[config.mk]
export PLATFORM = sky130hd
export DESIGN_NAME = esp_link_top
export DESIGN_NICKNAME = d
export VERILOG_FILES = /design/src/source/board_pkg.sv /design/src/source/esp_proto_pkg.sv /design/src/source/esp_cmd_if.sv /design/src/source/esp_link_top.sv /design/src/source/cmd_exec.sv /design/src/source/cmd_parser.sv /design/src/source/spi_slave.sv
export SDC_FILE = /design/constraint.sdc
export NUM_CORES = 1
export LEC_CHECK = 0
export BUFFER_PORTS_ARGS = -buffer_cell sky130_fd_sc_hd__buf_2
export CELL_PAD_IN_SITES_DETAIL_PLACEMENT = 0
export CELL_PAD_IN_SITES_GLOBAL_PLACEMENT = 2
export CORE_UTILIZATION = 39
export CTS_CLUSTER_DIAMETER = 200
export DETAILED_ROUTE_END_ITERATION = 10
export PLACE_DENSITY = 0.84
export SKIP_LAST_GASP = 1
export SLEW_MARGIN = 20
export SYNTH_ARGS = -nofsm -noshare
export SYNTH_HDL_FRONTEND = slang
export SYNTH_SLANG_ARGS = --single-unit
[constraint.sdc]
create_clock -name clk -period 2.1 [get_ports clk]
set_clock_uncertainty 0.1 [all_clocks]
set_input_delay 0.21 -clock clk [delete_from_list [all_inputs] [get_ports clk]]
set_output_delay 0.21 -clock clk [all_outputs]
set_load 0.01 [all_outputs]
[src/source/board_pkg.sv]
package board_pkg;

  // one spi byte or one command parameter
  typedef logic [7:0] byte_t;

  typedef logic [23:0] rgb_t;  // red in top byte, then green, then blue

  typedef logic [2:0] led_t;   // bit0 red, bit1 green, bit2 blue

  typedef logic [3:0] conf_t;  // board config switches

  // largest parameter count of any supported command
  localparam int MAX_PARAMS = 3;

  // wide enough to count 0 .. MAX_PARAMS
  typedef logic [$clog2(MAX_PARAMS + 1) - 1:0] param_cnt_t;

endpackage
[src/source/esp_proto_pkg.sv]
package esp_proto_pkg;

  // command codes sent by the esp as the first byte of a command
  localparam board_pkg::byte_t CMD_GET_COOKIE       = 8'd0;
  localparam board_pkg::byte_t CMD_GET_VERSION      = 8'd15;
  localparam board_pkg::byte_t CMD_SET_SCREEN_COLOR = 8'd17;  // 3 params, r g b
  localparam board_pkg::byte_t CMD_SET_LED          = 8'd26;  // 1 param
  localparam board_pkg::byte_t CMD_GET_CONFIG       = 8'd27;

  // answer to get_cookie, lets the esp detect the fpga
  localparam board_pkg::byte_t COOKIE = 8'hAF;

  // version byte is {major, minor}
  localparam logic [2:0] VERSION_MAJOR = 3'd0;
  localparam logic [4:0] VERSION_MINOR = 5'd3;

endpackage

[src/source/esp_cmd_if.sv]
`timescale 1ns/10ps

interface esp_cmd_if;

  board_pkg::byte_t cmd;
  board_pkg::byte_t param0;
  board_pkg::byte_t param1;
  board_pkg::byte_t param2;
  logic             trigger;  // one cycle, cmd and params valid with it

  modport parser (
    output cmd,
    output param0,
    output param1,
    output param2,
    output trigger
  );

  modport exec (
    input cmd,
    input param0,
    input param1,
    input param2,
    input trigger
  );

endinterface

[src/source/esp_link_top.sv]
`timescale 1ns/10ps

module esp_link_top (
  input  logic              clk,
  input  logic              rst,
  input  logic              cs,
  input  logic              sck,
  input  logic              mosi,
  output logic              miso,
  input  board_pkg::conf_t  conf,
  output board_pkg::led_t   led,
  output board_pkg::rgb_t   screen_color
);

  import board_pkg::*;

  byte_t rx_byte;
  logic  rx_valid;
  byte_t tx_byte;  // answer for the next exchange

  esp_cmd_if cmd_bus ();

  spi_slave i_spi_slave (
    .clk      (clk),
    .rst      (rst),
    .cs       (cs),
    .sck      (sck),
    .mosi     (mosi),
    .miso     (miso),
    .rx_byte  (rx_byte),
    .rx_valid (rx_valid),
    .tx_byte  (tx_byte)
  );

  cmd_parser i_cmd_parser (
    .clk      (clk),
    .rst      (rst),
    .rx_byte  (rx_byte),
    .rx_valid (rx_valid),
    .cmd_bus  (cmd_bus.parser)
  );

  cmd_exec i_cmd_exec (
    .clk          (clk),
    .rst          (rst),
    .cmd_bus      (cmd_bus.exec),
    .conf         (conf),
    .tx_byte      (tx_byte),
    .led          (led),
    .screen_color (screen_color)
  );

endmodule

[src/source/cmd_exec.sv]
`timescale 1ns/10ps

module cmd_exec (
  input  logic              clk,
  input  logic              rst,
  esp_cmd_if.exec           cmd_bus,
  input  board_pkg::conf_t  conf,
  output board_pkg::byte_t  tx_byte,
  output board_pkg::led_t   led,
  output board_pkg::rgb_t   screen_color
);

  import board_pkg::*;
  import esp_proto_pkg::*;

  byte_t version_byte;

  assign version_byte = {VERSION_MAJOR, VERSION_MINOR};

  // get commands load the answer, set commands update the outputs
  always_ff @(posedge clk) begin
    if (rst) begin
      tx_byte      <= '0;
      led          <= '0;
      screen_color <= '1;  // white screen
    end else if (cmd_bus.trigger) begin
      case (cmd_bus.cmd)
        CMD_GET_COOKIE: begin
          tx_byte <= COOKIE;
        end
        CMD_GET_VERSION: begin
          tx_byte <= version_byte;
        end
        CMD_GET_CONFIG: begin
          tx_byte <= byte_t'(conf);  // zero-extended
        end
        CMD_SET_LED: begin
          led <= cmd_bus.param0[$bits(led_t) - 1:0];
        end
        CMD_SET_SCREEN_COLOR: begin
          screen_color <= {cmd_bus.param0, cmd_bus.param1, cmd_bus.param2};
        end
        default: begin
          // nothing to do
        end
      endcase
    end
  end

endmodule

[src/source/cmd_parser.sv]
`timescale 1ns/10ps

module cmd_parser (
  input  logic             clk,
  input  logic             rst,
  input  board_pkg::byte_t rx_byte,
  input  logic             rx_valid,
  esp_cmd_if.parser        cmd_bus
);

  import board_pkg::*;
  import esp_proto_pkg::*;

  typedef enum logic {
    idle,
    read_bytes
  } parser_state_e;

  parser_state_e state;
  param_cnt_t    remaining;    // parameter bytes still to come
  param_cnt_t    idx;          // slot for the next parameter
  param_cnt_t    param_count;
  logic          cmd_known;

  // parameter count of the byte just received, used in idle
  always_comb begin
    cmd_known   = 1'b1;
    param_count = '0;
    case (rx_byte)
      CMD_GET_COOKIE,
      CMD_GET_VERSION,
      CMD_GET_CONFIG:       param_count = '0;
      CMD_SET_LED:          param_count = param_cnt_t'(1);
      CMD_SET_SCREEN_COLOR: param_count = param_cnt_t'(MAX_PARAMS);
      default:              cmd_known = 1'b0;
    endcase
  end

  always_ff @(posedge clk) begin
    if (rst) begin
      state           <= idle;
      remaining       <= '0;
      idx             <= '0;
      cmd_bus.trigger <= 1'b0;
    end else begin
      cmd_bus.trigger <= 1'b0;
      if (rx_valid) begin
        case (state)
          idle: begin
            idx <= '0;
            if (cmd_known) begin
              if (param_count == '0) begin
                cmd_bus.trigger <= 1'b1;  // no params, fire now
              end else begin
                remaining <= param_count;
                state     <= read_bytes;
              end
            end
          end
          read_bytes: begin
            idx       <= idx + param_cnt_t'(1);
            remaining <= remaining - param_cnt_t'(1);
            if (remaining == param_cnt_t'(1)) begin
              cmd_bus.trigger <= 1'b1;
              state           <= idle;
            end
          end
          default: state <= idle;
        endcase
      end
    end
  end

  // command and parameter bytes
  always_ff @(posedge clk) begin
    if (rx_valid) begin
      if (state == idle) begin
        cmd_bus.cmd <= rx_byte;
      end else begin
        case (idx)
          param_cnt_t'(0): cmd_bus.param0 <= rx_byte;
          param_cnt_t'(1): cmd_bus.param1 <= rx_byte;
          default:         cmd_bus.param2 <= rx_byte;
        endcase
      end
    end
  end

endmodule

[src/source/spi_slave.sv]
`timescale 1ns/10ps

module spi_slave (
  input  logic             clk,
  input  logic             rst,
  input  logic             cs,
  input  logic             sck,
  input  logic             mosi,
  output logic             miso,
  output board_pkg::byte_t rx_byte,
  output logic             rx_valid,
  input  board_pkg::byte_t tx_byte
);

  import board_pkg::*;

  logic [2:0] sck_sync;   // two sync stages plus one for the edge detector
  logic [1:0] cs_sync;
  logic [1:0] mosi_sync;
  logic       sck_rise;
  logic       sck_fall;
  logic       cs_active;
  logic [2:0] bit_cnt;
  byte_t      tx_shift;

  always_ff @(posedge clk) begin
    if (rst) begin
      sck_sync <= '0;
      cs_sync  <= 2'b11;  // deselected
    end else begin
      sck_sync <= {sck_sync[1:0], sck};
      cs_sync  <= {cs_sync[0], cs};
    end
  end

  always_ff @(posedge clk) begin
    mosi_sync <= {mosi_sync[0], mosi};
  end

  assign sck_rise  = (sck_sync[2:1] == 2'b01);
  assign sck_fall  = (sck_sync[2:1] == 2'b10);
  assign cs_active = ~cs_sync[1];

  // bit counter and byte strobe
  always_ff @(posedge clk) begin
    if (rst) begin
      bit_cnt  <= '0;
      rx_valid <= 1'b0;
    end else begin
      rx_valid <= 1'b0;
      if (!cs_active) begin
        bit_cnt <= '0;  // drops a partial byte
      end else if (sck_rise) begin
        bit_cnt <= bit_cnt + 3'd1;
        if (bit_cnt == 3'd7) begin
          rx_valid <= 1'b1;
        end
      end
    end
  end

  // msb first
  always_ff @(posedge clk) begin
    if (cs_active && sck_rise) begin
      rx_byte <= {rx_byte[6:0], mosi_sync[1]};
    end
  end

  // answer is reloaded between bytes so bit 7 is out before the first rising edge
  always_ff @(posedge clk) begin
    if (cs_active) begin
      if (bit_cnt == 3'd0) begin
        tx_shift <= tx_byte;
      end else if (sck_fall) begin
        tx_shift <= {tx_shift[6:0], 1'b0};
      end
    end
  end

  assign miso = cs_active ? tx_shift[7] : 1'b0;

endmodule

# Yosys cells after proc, flatten, opt, wreduce, memory -nomap -nowiden
# Index checks and enable logic that the tools add are counted.
# word_totals
reg_bits	100
input_bits	9
out_inout_bits	28
word_cells	82
# op_classes
addsub	3
n_eq_ne	15
muxes	19
bitwise_logic	5
reduce_logical	22
# ops
op	count
equality test 8 x 5 -> 1 bit, second input constant	6
one-hot mux 8 bit (3 select lines)	1
equality test 8 x 4 -> 1 bit, second input constant	2
zero test 8 bit	2
2-to-1 mux 8 bit	2
one-hot mux 2 bit (2 select lines)	3
AND reduction 3 bit	4
AND reduction 2 bit	5
2-to-1 mux 1 bit	9
equality test 2 x 1 -> 1 bit, second input constant	3
OR reduction 2 bit	3
inverter 1 bit	5
OR reduction 5 bit	1
zero test 2 bit	2
2-to-1 mux 2 bit	2
one-hot mux 1 bit (2 select lines)	2
adder 3 x 1 -> 3 bit, second input constant	1
equality test 3 bit, second input constant	1
zero test 3 bit	1
nonzero test 3 bit	1
OR reduction 3 bit	1
adder 2 x 1 -> 2 bit, second input constant	1
equality test 2 bit, second input constant	1
inequality test 2 x 1 -> 1 bit, second input constant	1
other kinds (4)	4

# Depth between registers and ports, before layout
# Gate-level depths: netlist of the first run.
# logic_depth
word_depth	6
ltp_mapped	6
mapped_depth_nobuf	5

# Cells and area by module
# From an unflattened synthesis of the first run, not the netlist that was laid out.
# hier_totals
cells_unflattened	312
area_unflattened_um2	3826.2
# by_module_without_submodules
mod	n_inst	cells_per_inst	area_each_um2	seq_area_each_um2
cmd_exec	1	170	1461.4	640.6
cmd_parser	1	80	1358.8	1081.0
spi_slave	1	62	1006.0	700.7

# Worst setup path before layout of the first run
# Ideal clock, no wire load.
# synth_timing
kind	reg2reg
startpoint	reg i_cmd_parser.state
endpoint	reg i_cmd_parser.cmd_bus.param2[0], enable pin
setup_time_ns	0.383
arrival_time_ns	1.285
required_ns	1.617
slack_ns	0.332
stages_incl_launch_ff	4
n_path_buf	1
period_less_slack_ns	1.768
path_cell_list	dfxtp_1 -> clkbuf_1 -> nand2_1 -> nor3_1
# synth_via
elab_chain_cells	1
# synth_rtl
element	line	source
from (decl)	cmd_parser.sv:19	parser_state_e state;
from (signal assigned)	cmd_parser.sv:41	state <= idle;
from (signal assigned)	cmd_parser.sv:56	state <= read_bytes;
from (signal assigned)	cmd_parser.sv:65	state <= idle;
AND reduction 3 bit (no line)	--	
to (signal assigned)	cmd_parser.sv:83	default: cmd_bus.param2 <= rx_byte;
to (decl)	esp_cmd_if.sv:15	output param2,
# Every way passes these cells.
# A chain may end at the register's enable or synchronous reset.

# Worst setup path after layout of the first run
# layout_timing
startpoint	reg i_cmd_parser.cmd_bus.cmd[5]
endpoint	reg i_cmd_exec.led[0]
# layout_via
elab_chain_cells	2
# layout_rtl
element	line	source
from (decl)	esp_cmd_if.sv:12	output cmd,
from (signal assigned)	cmd_parser.sv:78	cmd_bus.cmd <= rx_byte;
equality test 8 x 5 -> 1 bit	cmd_exec.sv:27	case (cmd_bus.cmd)
AND reduction 2 bit (no line)	--	
to (signal assigned)	cmd_exec.sv:38	led <= cmd_bus.param0[$bits(led_t) - 1:0];
to (decl)	cmd_exec.sv:9	output board_pkg::led_t led,
# Every way passes these cells.

==> results.txt, run 1 <==
Hold Violations, Final = 0
post-synthesis average cell area = 11.9 sq um
sum of overflow across all layers after global routing = 0
worst slew margin relative to its limit = 0.493
startpoint-to-endpoint class of the critical path = flop to flop
post-cts hold buffer count = 4
setup repair after global routing missed its margin = no
outcome = finished with violations
post-cts repair resize count = 0
post-detail-place hpwl = 4070 microns
insertion delay of the later-clocked pin in the worst-skew pair = 0.36 ns
crit share post-route = 0.894
largest fanout on the critical path = 3
Die Span Y = 97.8 microns
area of the multi-input gates = 1060 sq um
core area = 8810 sq um
standard-cell rows = 34
Sinks on Clock Net = 97
global router's overall resource usage = 0.141
Ports = 37
overall power = 3.17 mW
count of inserted antenna diode cells = 0
share of synthesized area occupied by flip-flops and latches = 0.676
maximum level of the CTS H-tree = 3
share of final-layout standard cells stronger than drive strength 1 = 0.199
worst path arrival time = 2.00 ns
placer's final routability congestion estimate = 0.724
maximum count of clock buffers along a single path = 2
clock buffer count from CTS = 9
top achievable clock speed = 533 MHz
first-pass GRT wire length = 10400 microns
layout-stage area growth over the synthesis result = 16.6%
width of the chip = 97.8 microns
Via density = 4.81
most common cell after layout, fill and taps aside = sky130_fd_sc_hd__nand2_1
Synth warnings = 0
largest incremental delay on the critical path = 0.57 ns
Total Die Area = 9570 sq um
initial drt markers = 106
startpoint type of the worst setup path = flop
CTS tree = built
# setup viols final = 0
Layout Nets = 367
EDFF count, synth = 48
critical path's slowest cell = sky130_fd_sc_hd__or4b_4
post-synth net total = 316
FILL cells = 794
footprint of the flip-flops and latches = 2420 sq um
per-cell routed wire length = 13.3 microns
Post-Syn Area = 3580 sq um
violated checks = design-rule violations
remaining routing DRC violations = 11
actual slew at the worst max-slew pin = 0.760 ns
proportion of synthesized flip-flops having asynchronous set or reset = 0
quantity of I/O buffers inserted on ports = 36
antenna violations before repair = 0
number of synthesized register bits = 97
DRT Wirelength = 6210 microns
via count of the first global-routing pass = 2172
power per unit of standard cell area = 759 nW/um^2
post-CTS setup buffer count = 0
number of search-and-repair iterations in the first detailed-routing pass = 7
commonest cells after routing, fill and taps aside = sky130_fd_sc_hd__nand2_1 (62), sky130_fd_sc_hd__dfxtp_1 (49), sky130_fd_sc_hd__edfxtp_1 (48), sky130_fd_sc_hd__buf_2 (36), sky130_fd_sc_hd__nand3b_1 (26)
maximum number of pins on one net before global-route repair = 49
final sum of negative setup slack = 0 ns
synthesized instance count = 301
Antenna Nets Post-Route = 0
CTS clock-pin slew for the worst setup and hold paths = 0.10 ns
worst min-delay path class = input port to flop
static power due to leakage = 1.56 nW
root buffer cell = sky130_fd_sc_hd__clkbuf_8
synth unique cells = 39
Final Max Tran Viols = 0
VDD IR-drop max = 384 uV
Critical Path RT = 2.23 ns
ys flop type = sky130_fd_sc_hd__dfxtp_1
initial core utilization = 0.407
via count = 2237
Worst setup EP type = flop
max-cap check violation count = 0
Period minus WS final = 1.88 ns
cell breakdown of the critical path = or4b_4, nor4_4, mux2i_1, nor2_1
## cells by family (layout without fill, tap and decap cells)
logic type / after synthesis / in the layout / share of synthesized area
mux: 5 / 5 / 0.0140
xor+xnor: 3 / 3 / 0.00734
compound gates: 21 / 21 / 0.0409
simple gates: 143 / 143 / 0.213
buf+inv: 26 / 82 / 0.0279
fa+ha+maj: 6 / 6 / 0.0210
flops: 97 / 97 / 0.676
## per-layer routing
layer  vias to the layer above  global-route usage  routed length [microns]
met3                        10              0.0480                      194
met4                         0              0.0455                       90
li1                       1150                   -                        -
met1                      1042               0.180                     3090
met2                        35               0.224                     2830
met5                         -                   0                        0
## synth_stat cells (2+ instances only)
cell	n	area, sq um
sky130_fd_sc_hd__a211oi_1	4	30.0
sky130_fd_sc_hd__a21oi_1	5	25.0
sky130_fd_sc_hd__a221oi_1	2	17.5
sky130_fd_sc_hd__and2_1	2	12.5
sky130_fd_sc_hd__and3_1	2	12.5
sky130_fd_sc_hd__buf_2	2	10.0
sky130_fd_sc_hd__clkbuf_1	12	45.0
sky130_fd_sc_hd__dfxtp_1	49	981
sky130_fd_sc_hd__edfxtp_1	48	1440
sky130_fd_sc_hd__ha_1	6	75.1
sky130_fd_sc_hd__inv_1	12	45.0
sky130_fd_sc_hd__mux2i_1	5	50.1
sky130_fd_sc_hd__nand2_1	62	233
sky130_fd_sc_hd__nand2b_1	5	31.3
sky130_fd_sc_hd__nand3_1	3	15.0
sky130_fd_sc_hd__nand3b_1	26	195
sky130_fd_sc_hd__nand4_1	3	18.8
sky130_fd_sc_hd__nor2_1	13	48.8
sky130_fd_sc_hd__nor2b_1	6	37.5
sky130_fd_sc_hd__nor3_1	7	35.0
sky130_fd_sc_hd__nor4b_1	2	17.5
sky130_fd_sc_hd__o21ai_0	3	15.0
sky130_fd_sc_hd__or2_2	3	18.8
sky130_fd_sc_hd__or3_1	2	12.5
sky130_fd_sc_hd__or4_1	2	15.0
sky130_fd_sc_hd__xnor2_1	2	17.5
## layout make-up
cell class	instances	share of cell area
Timing Repair Buffer	54	0.0785
Tap cell	108	0.0323
Sequential cell	97	0.580
Clock buffer	9	0.0296
Multi-Input combinational cell	178	0.254
Clock inverter	7	0.0153
Inverter	12	0.0108
## through the flow
step	cell area, sq um	worst slack [ns]	hold WS, ns	util	instances
global placement	3940	0.255	0.218	0.447	444
detailed placement	3940	0.235	0.219	0.447	444
global route	4180	0.126	0.0172	0.474	465
finish	4180	0.223	0.0291	0.474	465
floorplan	3580	0.332	0.138	-	301
CTS	4170	0.213	0.00324	0.473	464
## state kept, by name, indices dropped and copies added, names as in the netlist, 3 cells and up
register and cells:
i_cmd_exec.led 3, i_cmd_exec.screen_color 24, i_cmd_exec.tx_byte 5, i_cmd_parser.cmd_bus.cmd 8, i_cmd_parser.cmd_bus.param0 8, i_cmd_parser.cmd_bus.param1 8
i_cmd_parser.cmd_bus.param2 8, i_spi_slave.bit_cnt 3, i_spi_slave.rx_byte 8, i_spi_slave.sck_sync 3, i_spi_slave.tx_shift 8
## critical path: cells and delay by family, from the launching register on
family / cells / cell delay [ns]
AND/OR/NAND/NOR: 3 / 1.01
multiplexers: 1 / 0.23
flip-flops: 1 / 0.41
## report_power, final
part	switching [mW]	leakage [nW]	internal, mW
clock network	0.686	0.0899	0.455
registers	0.00488	0.833	1.98
logic	0.0227	0.636	0.0256
total	0.713	1.56	2.46
## path summary, 6_finish.rpt
| path | slack (ns) | cells after the start | from | end |
|---|---|---|---|---|
| hold / removal | 0.03 | 3 | conf[1] | i_cmd_exec.tx_byte[1]$_SDFFE_PP0P_ |
| setup reg to reg | 0.22 | 4 | i_cmd_parser.cmd_bus.cmd[5]$_DFFE_PP_ | i_cmd_exec.led[0]$_SDFFE_PP0P_ |
| hold reg to reg | 0.24 | 0 | i_spi_slave.mosi_sync[0]$_DFF_P_ | i_spi_slave.mosi_sync[1]$_DFF_P_ |
| setup / recovery | 0.22 | 4 | i_cmd_parser.cmd_bus.cmd[5]$_DFFE_PP_ | i_cmd_exec.led[0]$_SDFFE_PP0P_ |
No activity file was read; power rests on OpenSTA's default activity.
==> run 2: changes to the inputs <==
--- a/config.mk
+++ b/config.mk
@@ -8,6 +8,7 @@
 export BUFFER_PORTS_ARGS = -buffer_cell sky130_fd_sc_hd__buf_2
 export CELL_PAD_IN_SITES_DETAIL_PLACEMENT = 0
 export CELL_PAD_IN_SITES_GLOBAL_PLACEMENT = 2
+export CORE_MARGIN = 5
 export CORE_UTILIZATION = 39
 export CTS_CLUSTER_DIAMETER = 200
 export DETAILED_ROUTE_END_ITERATION = 10
==> run 2 against run 1 <==
Net effect:
- the flow now finishes without violations
- sequential share of layout area down 0.069 points
- clock power about the same
- combinational power down 0.8%
- critical path type unchanged
- via count up 0.72%
==> results.txt, run 2 (synthesis gave the netlist of run 1 again) <==
Ports = 37 (unchanged)
sum of overflow across all layers after global routing = 0 (unchanged)
actual slew at the worst max-slew pin = 0.742 ns (-0.0184 ns)
maximum number of pins on one net before global-route repair = 49 (unchanged)
static power due to leakage = 1.56 nW (+0.33%)
footprint of the flip-flops and latches = 2420 sq um (unchanged)
max reg flops = 24 (unchanged)
placer's final routability congestion estimate = 0.735 (+1.5%)
Via density = 4.81 (about the same)
Worst Hold Launch = conf[1]
via count of the first global-routing pass = 2173 (+0.046%)
power per unit of standard cell area = 758 nW/um^2 (-0.19%)
largest register by flop count = i_cmd_exec.screen_color
share of final-layout standard cells stronger than drive strength 1 = 0.199 (unchanged)
worst path arrival time = 2.01 ns (about the same)
worst slew margin relative to its limit = 0.505 (+0.0123)
Crit path buffers/inverters = 0 (unchanged)
Worst setup EP type = flop
worst setup path startpoint = i_cmd_parser.cmd_bus.cmd[5]$_DFFE_PP_
DRT Wirelength = 6220 microns (+0.23%)
core area = 9110 sq um (+3.4%)
first-pass GRT wire length = 10500 microns (+1.8%)
startpoint of the worst register-to-register path = i_cmd_parser.cmd_bus.cmd[5]$_DFFE_PP_
global router's overall resource usage = 0.119 (-0.0213)
Sinks on Clock Net = 97 (unchanged)
width of the chip = 106 microns (+8.2%)
startpoint-to-endpoint class of the critical path = flop to flop
count of inserted antenna diode cells = 0 (unchanged)
Hold Violations, Final = 0 (unchanged)
Antenna Nets Post-Route = 0 (unchanged)
commonest cells after routing, fill and taps aside = sky130_fd_sc_hd__nand2_1 (62), sky130_fd_sc_hd__dfxtp_1 (49), sky130_fd_sc_hd__edfxtp_1 (48), sky130_fd_sc_hd__buf_2 (36), sky130_fd_sc_hd__nand3b_1 (26)
Layout Nets = 367 (unchanged)
outcome = finished clean
per-cell routed wire length = 13.3 microns (-0.42%)
VDD IR-drop max = 290 uV (-24%)
maximum level of the CTS H-tree = 3 (unchanged)
critical path's slowest cell = sky130_fd_sc_hd__or4b_4
Critical Path RT = 2.23 ns (about the same)
cell breakdown of the critical path = or4b_4, nor4_4, mux2i_1, nor2_1
area of the multi-input gates = 1060 sq um (unchanged)
remaining routing DRC violations = 0 (-11)
initial drt markers = 125 (+18%)
root buffer cell = sky130_fd_sc_hd__clkbuf_8
CTS clock-pin slew for the worst setup and hold paths = 0.10 ns (about the same)
Period minus WS final = 1.87 ns (-0.00230 ns)
largest fanout on the critical path = 3 (unchanged)
Total Die Area = 11200 sq um (+17%)
standard-cell rows = 35 (+2.9%)
startpoint type of the worst setup path = flop
via count = 2253 (+0.72%)
clock buffer count from CTS = 9 (unchanged)
post-cts repair resize count = 0 (unchanged)
worst min-delay path class = input port to flop
critical path's top delay family = simple AND/OR/NAND/NOR gates
crit share post-route = 0.893 (-0.00110)
layout-stage area growth over the synthesis result = 16.8%
number of search-and-repair iterations in the first detailed-routing pass = 4 (-3)
maximum count of clock buffers along a single path = 2 (unchanged)
post-detail-place hpwl = 4210 microns (+3.5%)
CTS tree = built
# setup viols final = 0 (unchanged)
antenna violations before repair = 0 (unchanged)
FILL cells = 862 (+8.6%)
max-cap check violation count = 0 (unchanged)
initial core utilization = 0.393 (-0.0135)
quantity of I/O buffers inserted on ports = 36 (unchanged)
Final Max Tran Viols = 0 (unchanged)
most common cell after layout, fill and taps aside = sky130_fd_sc_hd__nand2_1
largest incremental delay on the critical path = 0.57 ns (about the same)
final sum of negative setup slack = 0 ns (unchanged)
top achievable clock speed = 533 MHz (+0.12%)
Die Span Y = 106 microns (+8.2%)
worst hold slack = 0.0275 ns (-0.00160 ns)
setup repair after global routing missed its margin = no
insertion delay of the later-clocked pin in the worst-skew pair = 0.37 ns (about the same)
-- run 2: final timing paths --
path | slack (ns) | cells past startpoint | endpoint
min | 0.03 | 3 | i_cmd_exec.tx_byte[1]$_SDFFE_PP0P_
max | 0.23 | 4 | i_cmd_exec.led[1]$_SDFFE_PP0P_
max reg2reg | 0.23 | 4 | i_cmd_exec.led[1]$_SDFFE_PP0P_
min reg2reg | 0.23 | 0 | i_spi_slave.mosi_sync[1]$_DFF_P_
-- run 2: report_power, final --
| group | internal, mW | total (mW) | switching (mW) |
|---|---|---|---|
| Sequential | 1.98 | 1.98 | 0.00451 |
| Clock | 0.454 | 1.14 | 0.685 |
| Combinational | 0.0255 | 0.0479 | 0.0224 |
-- run 2: what timing repair did --
action / 4_1_cts / 5_1_grt
endpoints found under the hold margin: 5 / 0
setup buffers: 0 / 0
hold buffers: 5 / 0
-- run 2: worst reg2reg max path, stage by stage, from the launching register on --
cell and delay [ns]:
sky130_fd_sc_hd__edfxtp_1 0.42, sky130_fd_sc_hd__or4b_4 0.57, sky130_fd_sc_hd__nor4_4 0.37, sky130_fd_sc_hd__mux2i_1 0.23, sky130_fd_sc_hd__nor2_1 0.05
-- run 2: per-layer routing --
metal  up-vias  share of wire  GRT usage
met5         -              0          0
met4         0          0.016     0.0416
met3         6          0.043     0.0410
met2        42           0.47      0.189
met1      1055           0.47      0.153
li1       1150              -          -
-- run 2: layout make-up --
class | count | area share
Clock buffer | 9 | 0.0296
Clock inverter | 7 | 0.0156
Inverter | 12 | 0.0108
Multi-Input combinational cell | 178 | 0.253
Sequential cell | 97 | 0.579
Tap cell | 111 | 0.0332
Timing Repair Buffer | 54 | 0.0784
-- run 2: metrics by stage --
stage | cells | power (mW) | instance area (sq um) | worst slack [ns] | utilization
2_1_floorplan | 301 | 2.05 | 3580 | 0.332 | -
3_3_place_gp | 447 | 2.07 | 3940 | 0.267 | 0.433
3_5_place_dp | 447 | 2.07 | 3940 | 0.223 | 0.433
4_1_cts | 468 | 3.21 | 4180 | 0.205 | 0.459
5_1_grt | 468 | 3.30 | 4180 | 0.101 | 0.459
6_report | 468 | 3.17 | 4180 | 0.225 | 0.459
==> run 3: changes to the inputs <==
--- a/config.mk
+++ b/config.mk
@@ -12,6 +12,7 @@
 export CORE_UTILIZATION = 39
 export CTS_CLUSTER_DIAMETER = 200
 export DETAILED_ROUTE_END_ITERATION = 10
+export MAX_ROUTING_LAYER = met4
 export PLACE_DENSITY = 0.84
 export SKIP_LAST_GASP = 1
 export SLEW_MARGIN = 20
==> run 3 against run 2 <==
Net effect:
- clock power about the same
- die area unchanged
- combinational power up 0.8%
- critical path depth unchanged
- worst setup slack better by 0.00070 ns
- worst hold slack better by 0.00080 ns
- utilization unchanged
- register-to-register slack about the same
- maximum frequency about the same
==> results.txt, run 3 (synthesis gave the netlist of run 1 again) <==
outcome = finished clean
remaining routing DRC violations = 0 (unchanged)
critical path's slowest cell = sky130_fd_sc_hd__or4b_4
core area = 9110 sq um (unchanged)
width of the chip = 106 microns (unchanged)
power per unit of standard cell area = 756 nW/um^2 (-0.20%)
share of final-layout standard cells stronger than drive strength 1 = 0.199 (unchanged)
global router's overall resource usage = 0.123 (+0.00336)
Layout Nets = 367 (unchanged)
max reg flops = 24 (unchanged)
Critical Path RT = 2.23 ns (about the same)
Via density = 4.86 (+0.93%)
post-cts hold buffer count = 5 (unchanged)
startpoint of the worst register-to-register path = i_cmd_parser.cmd_bus.cmd[5]$_DFFE_PP_
clock buffer count from CTS = 9 (unchanged)
crit share post-route = 0.892 (about the same)
post-detail-place hpwl = 4210 microns (unchanged)
commonest cells after routing, fill and taps aside = sky130_fd_sc_hd__nand2_1 (62), sky130_fd_sc_hd__dfxtp_1 (49), sky130_fd_sc_hd__edfxtp_1 (48), sky130_fd_sc_hd__buf_2 (36), sky130_fd_sc_hd__nand3b_1 (26)
quantity of I/O buffers inserted on ports = 36 (unchanged)
standard-cell rows = 35 (unchanged)
max-cap check violation count = 0 (unchanged)
maximum level of the CTS H-tree = 3 (unchanged)
Total Die Area = 11200 sq um (unchanged)
worst hold slack = 0.0283 ns (+0.000800 ns)
startpoint-to-endpoint class of the critical path = flop to flop
count of inserted antenna diode cells = 0 (unchanged)
Placed Area = 3940 sq um (unchanged)
layout-stage area growth over the synthesis result = 16.8% (unchanged)
Die Span Y = 106 microns (unchanged)
maximum count of clock buffers along a single path = 2 (unchanged)
worst path arrival time = 2.00 ns (about the same)
Antenna Nets Post-Route = 0 (unchanged)
initial drt markers = 128 (+2.4%)
Crit path buffers/inverters = 0 (unchanged)
# setup viols final = 0 (unchanged)
post-cts repair resize count = 0 (unchanged)
startpoint type of the worst setup path = flop
cell breakdown of the critical path = or4b_4, nor4_4, mux2i_1, nor2_1
root buffer cell = sky130_fd_sc_hd__clkbuf_8
Hold Violations, Final = 0 (unchanged)
antenna violations before repair = 0 (unchanged)
Worst setup EP type = flop
critical path's top delay family = simple AND/OR/NAND/NOR gates
largest incremental delay on the critical path = 0.57 ns (about the same)
fin area = 4180 sq um (unchanged)
via count of the first global-routing pass = 2175 (+0.092%)
VDD IR-drop max = 288 uV (-0.54%)
Final Max Tran Viols = 0 (unchanged)
Worst Reg-to-Reg Cells = 4 (unchanged)
Ports = 37 (unchanged)
number of cells on the critical path = 4 (unchanged)
first-pass GRT wire length = 10500 microns (-0.13%)
CTS tree = built
area of the multi-input gates = 1060 sq um (unchanged)
setup repair after global routing missed its margin = no
FILL cells = 862 (unchanged)
actual slew at the worst max-slew pin = 0.766 ns (+0.0245 ns)
maximum number of pins on one net before global-route repair = 49 (unchanged)
number of search-and-repair iterations in the first detailed-routing pass = 4 (unchanged)
worst slew margin relative to its limit = 0.489 (-0.0163)
cell depth of the worst hold path = 3 (unchanged)
sum of overflow across all layers after global routing = 0 (unchanged)
static power due to leakage = 1.56 nW (unchanged)
post-CTS setup buffer count = 0 (unchanged)
Worst Hold Launch = conf[1]
largest fanout on the critical path = 3 (unchanged)
Final Util = 0.459 (unchanged)
CTS clock-pin slew for the worst setup and hold paths = 0.10 ns (about the same)
footprint of the flip-flops and latches = 2420 sq um (unchanged)
worst setup path startpoint = i_cmd_parser.cmd_bus.cmd[5]$_DFFE_PP_
largest register by flop count = i_cmd_exec.screen_color
Period minus WS final = 1.87 ns (-0.000697 ns)
top achievable clock speed = 534 MHz (about the same)
DRT Wirelength = 6230 microns (about the same)
insertion delay of the later-clocked pin in the worst-skew pair = 0.36 ns (about the same)
placer's final routability congestion estimate = 0.744 (+1.2%)
initial core utilization = 0.393 (unchanged)
most common cell after layout, fill and taps aside = sky130_fd_sc_hd__nand2_1
Sinks on Clock Net = 97 (unchanged)
per-cell routed wire length = 13.3 microns (about the same)
worst min-delay path class = input port to flop
via count = 2274 (+0.93%)
final sum of negative setup slack = 0 ns (unchanged)
run 3: cell type report:
class	count	area share
clock buffers	9	0.0296
clock inverters	7	0.0156
inverters	12	0.0108
multi-input cells	178	0.253
flip-flops and latches	97	0.579
well taps	111	0.0332
repair buffers	54	0.0784
run 3: per-layer routing:
metal	part of all wire	track usage	routed length (microns)
met4	0.013	0.0416	79
met3	0.041	0.0410	254
met1	0.47	0.153	2940
met2	0.47	0.189	2960
met5	0	-	0
run 3: worst reg2reg max path: stages (launching register included):
cell and delay [ns]:
sky130_fd_sc_hd__edfxtp_1 0.42, sky130_fd_sc_hd__or4b_4 0.57, sky130_fd_sc_hd__nor4_4 0.37, sky130_fd_sc_hd__mux2i_1 0.23, sky130_fd_sc_hd__nor2_1 0.05
run 3: final timing paths:
kind	end	slack [ns]
setup / recovery	i_cmd_exec.led[1]$_SDFFE_PP0P_	0.23
hold / removal	i_cmd_exec.tx_byte[1]$_SDFFE_PP0P_	0.03
hold reg to reg	i_spi_slave.mosi_sync[1]$_DFF_P_	0.23
setup reg to reg	i_cmd_exec.led[1]$_SDFFE_PP0P_	0.23
run 3: where the power goes:
group	switching [mW]	internal [mW]	total [mW]
combinational	0.0227	0.0256	0.0483
sequential	0.00451	1.98	1.98
clock	0.679	0.454	1.13
total	0.706	2.46	3.16
run 3: metrics by stage:
stage / total power, mW / setup WS (ns) / std cells
2_1_floorplan: 2.05 / 0.332 / 301
3_3_place_gp: 2.07 / 0.267 / 447
3_5_place_dp: 2.07 / 0.223 / 447
4_1_cts: 3.21 / 0.205 / 468
5_1_grt: 3.30 / 0.101 / 468
6_report: 3.16 / 0.226 / 468
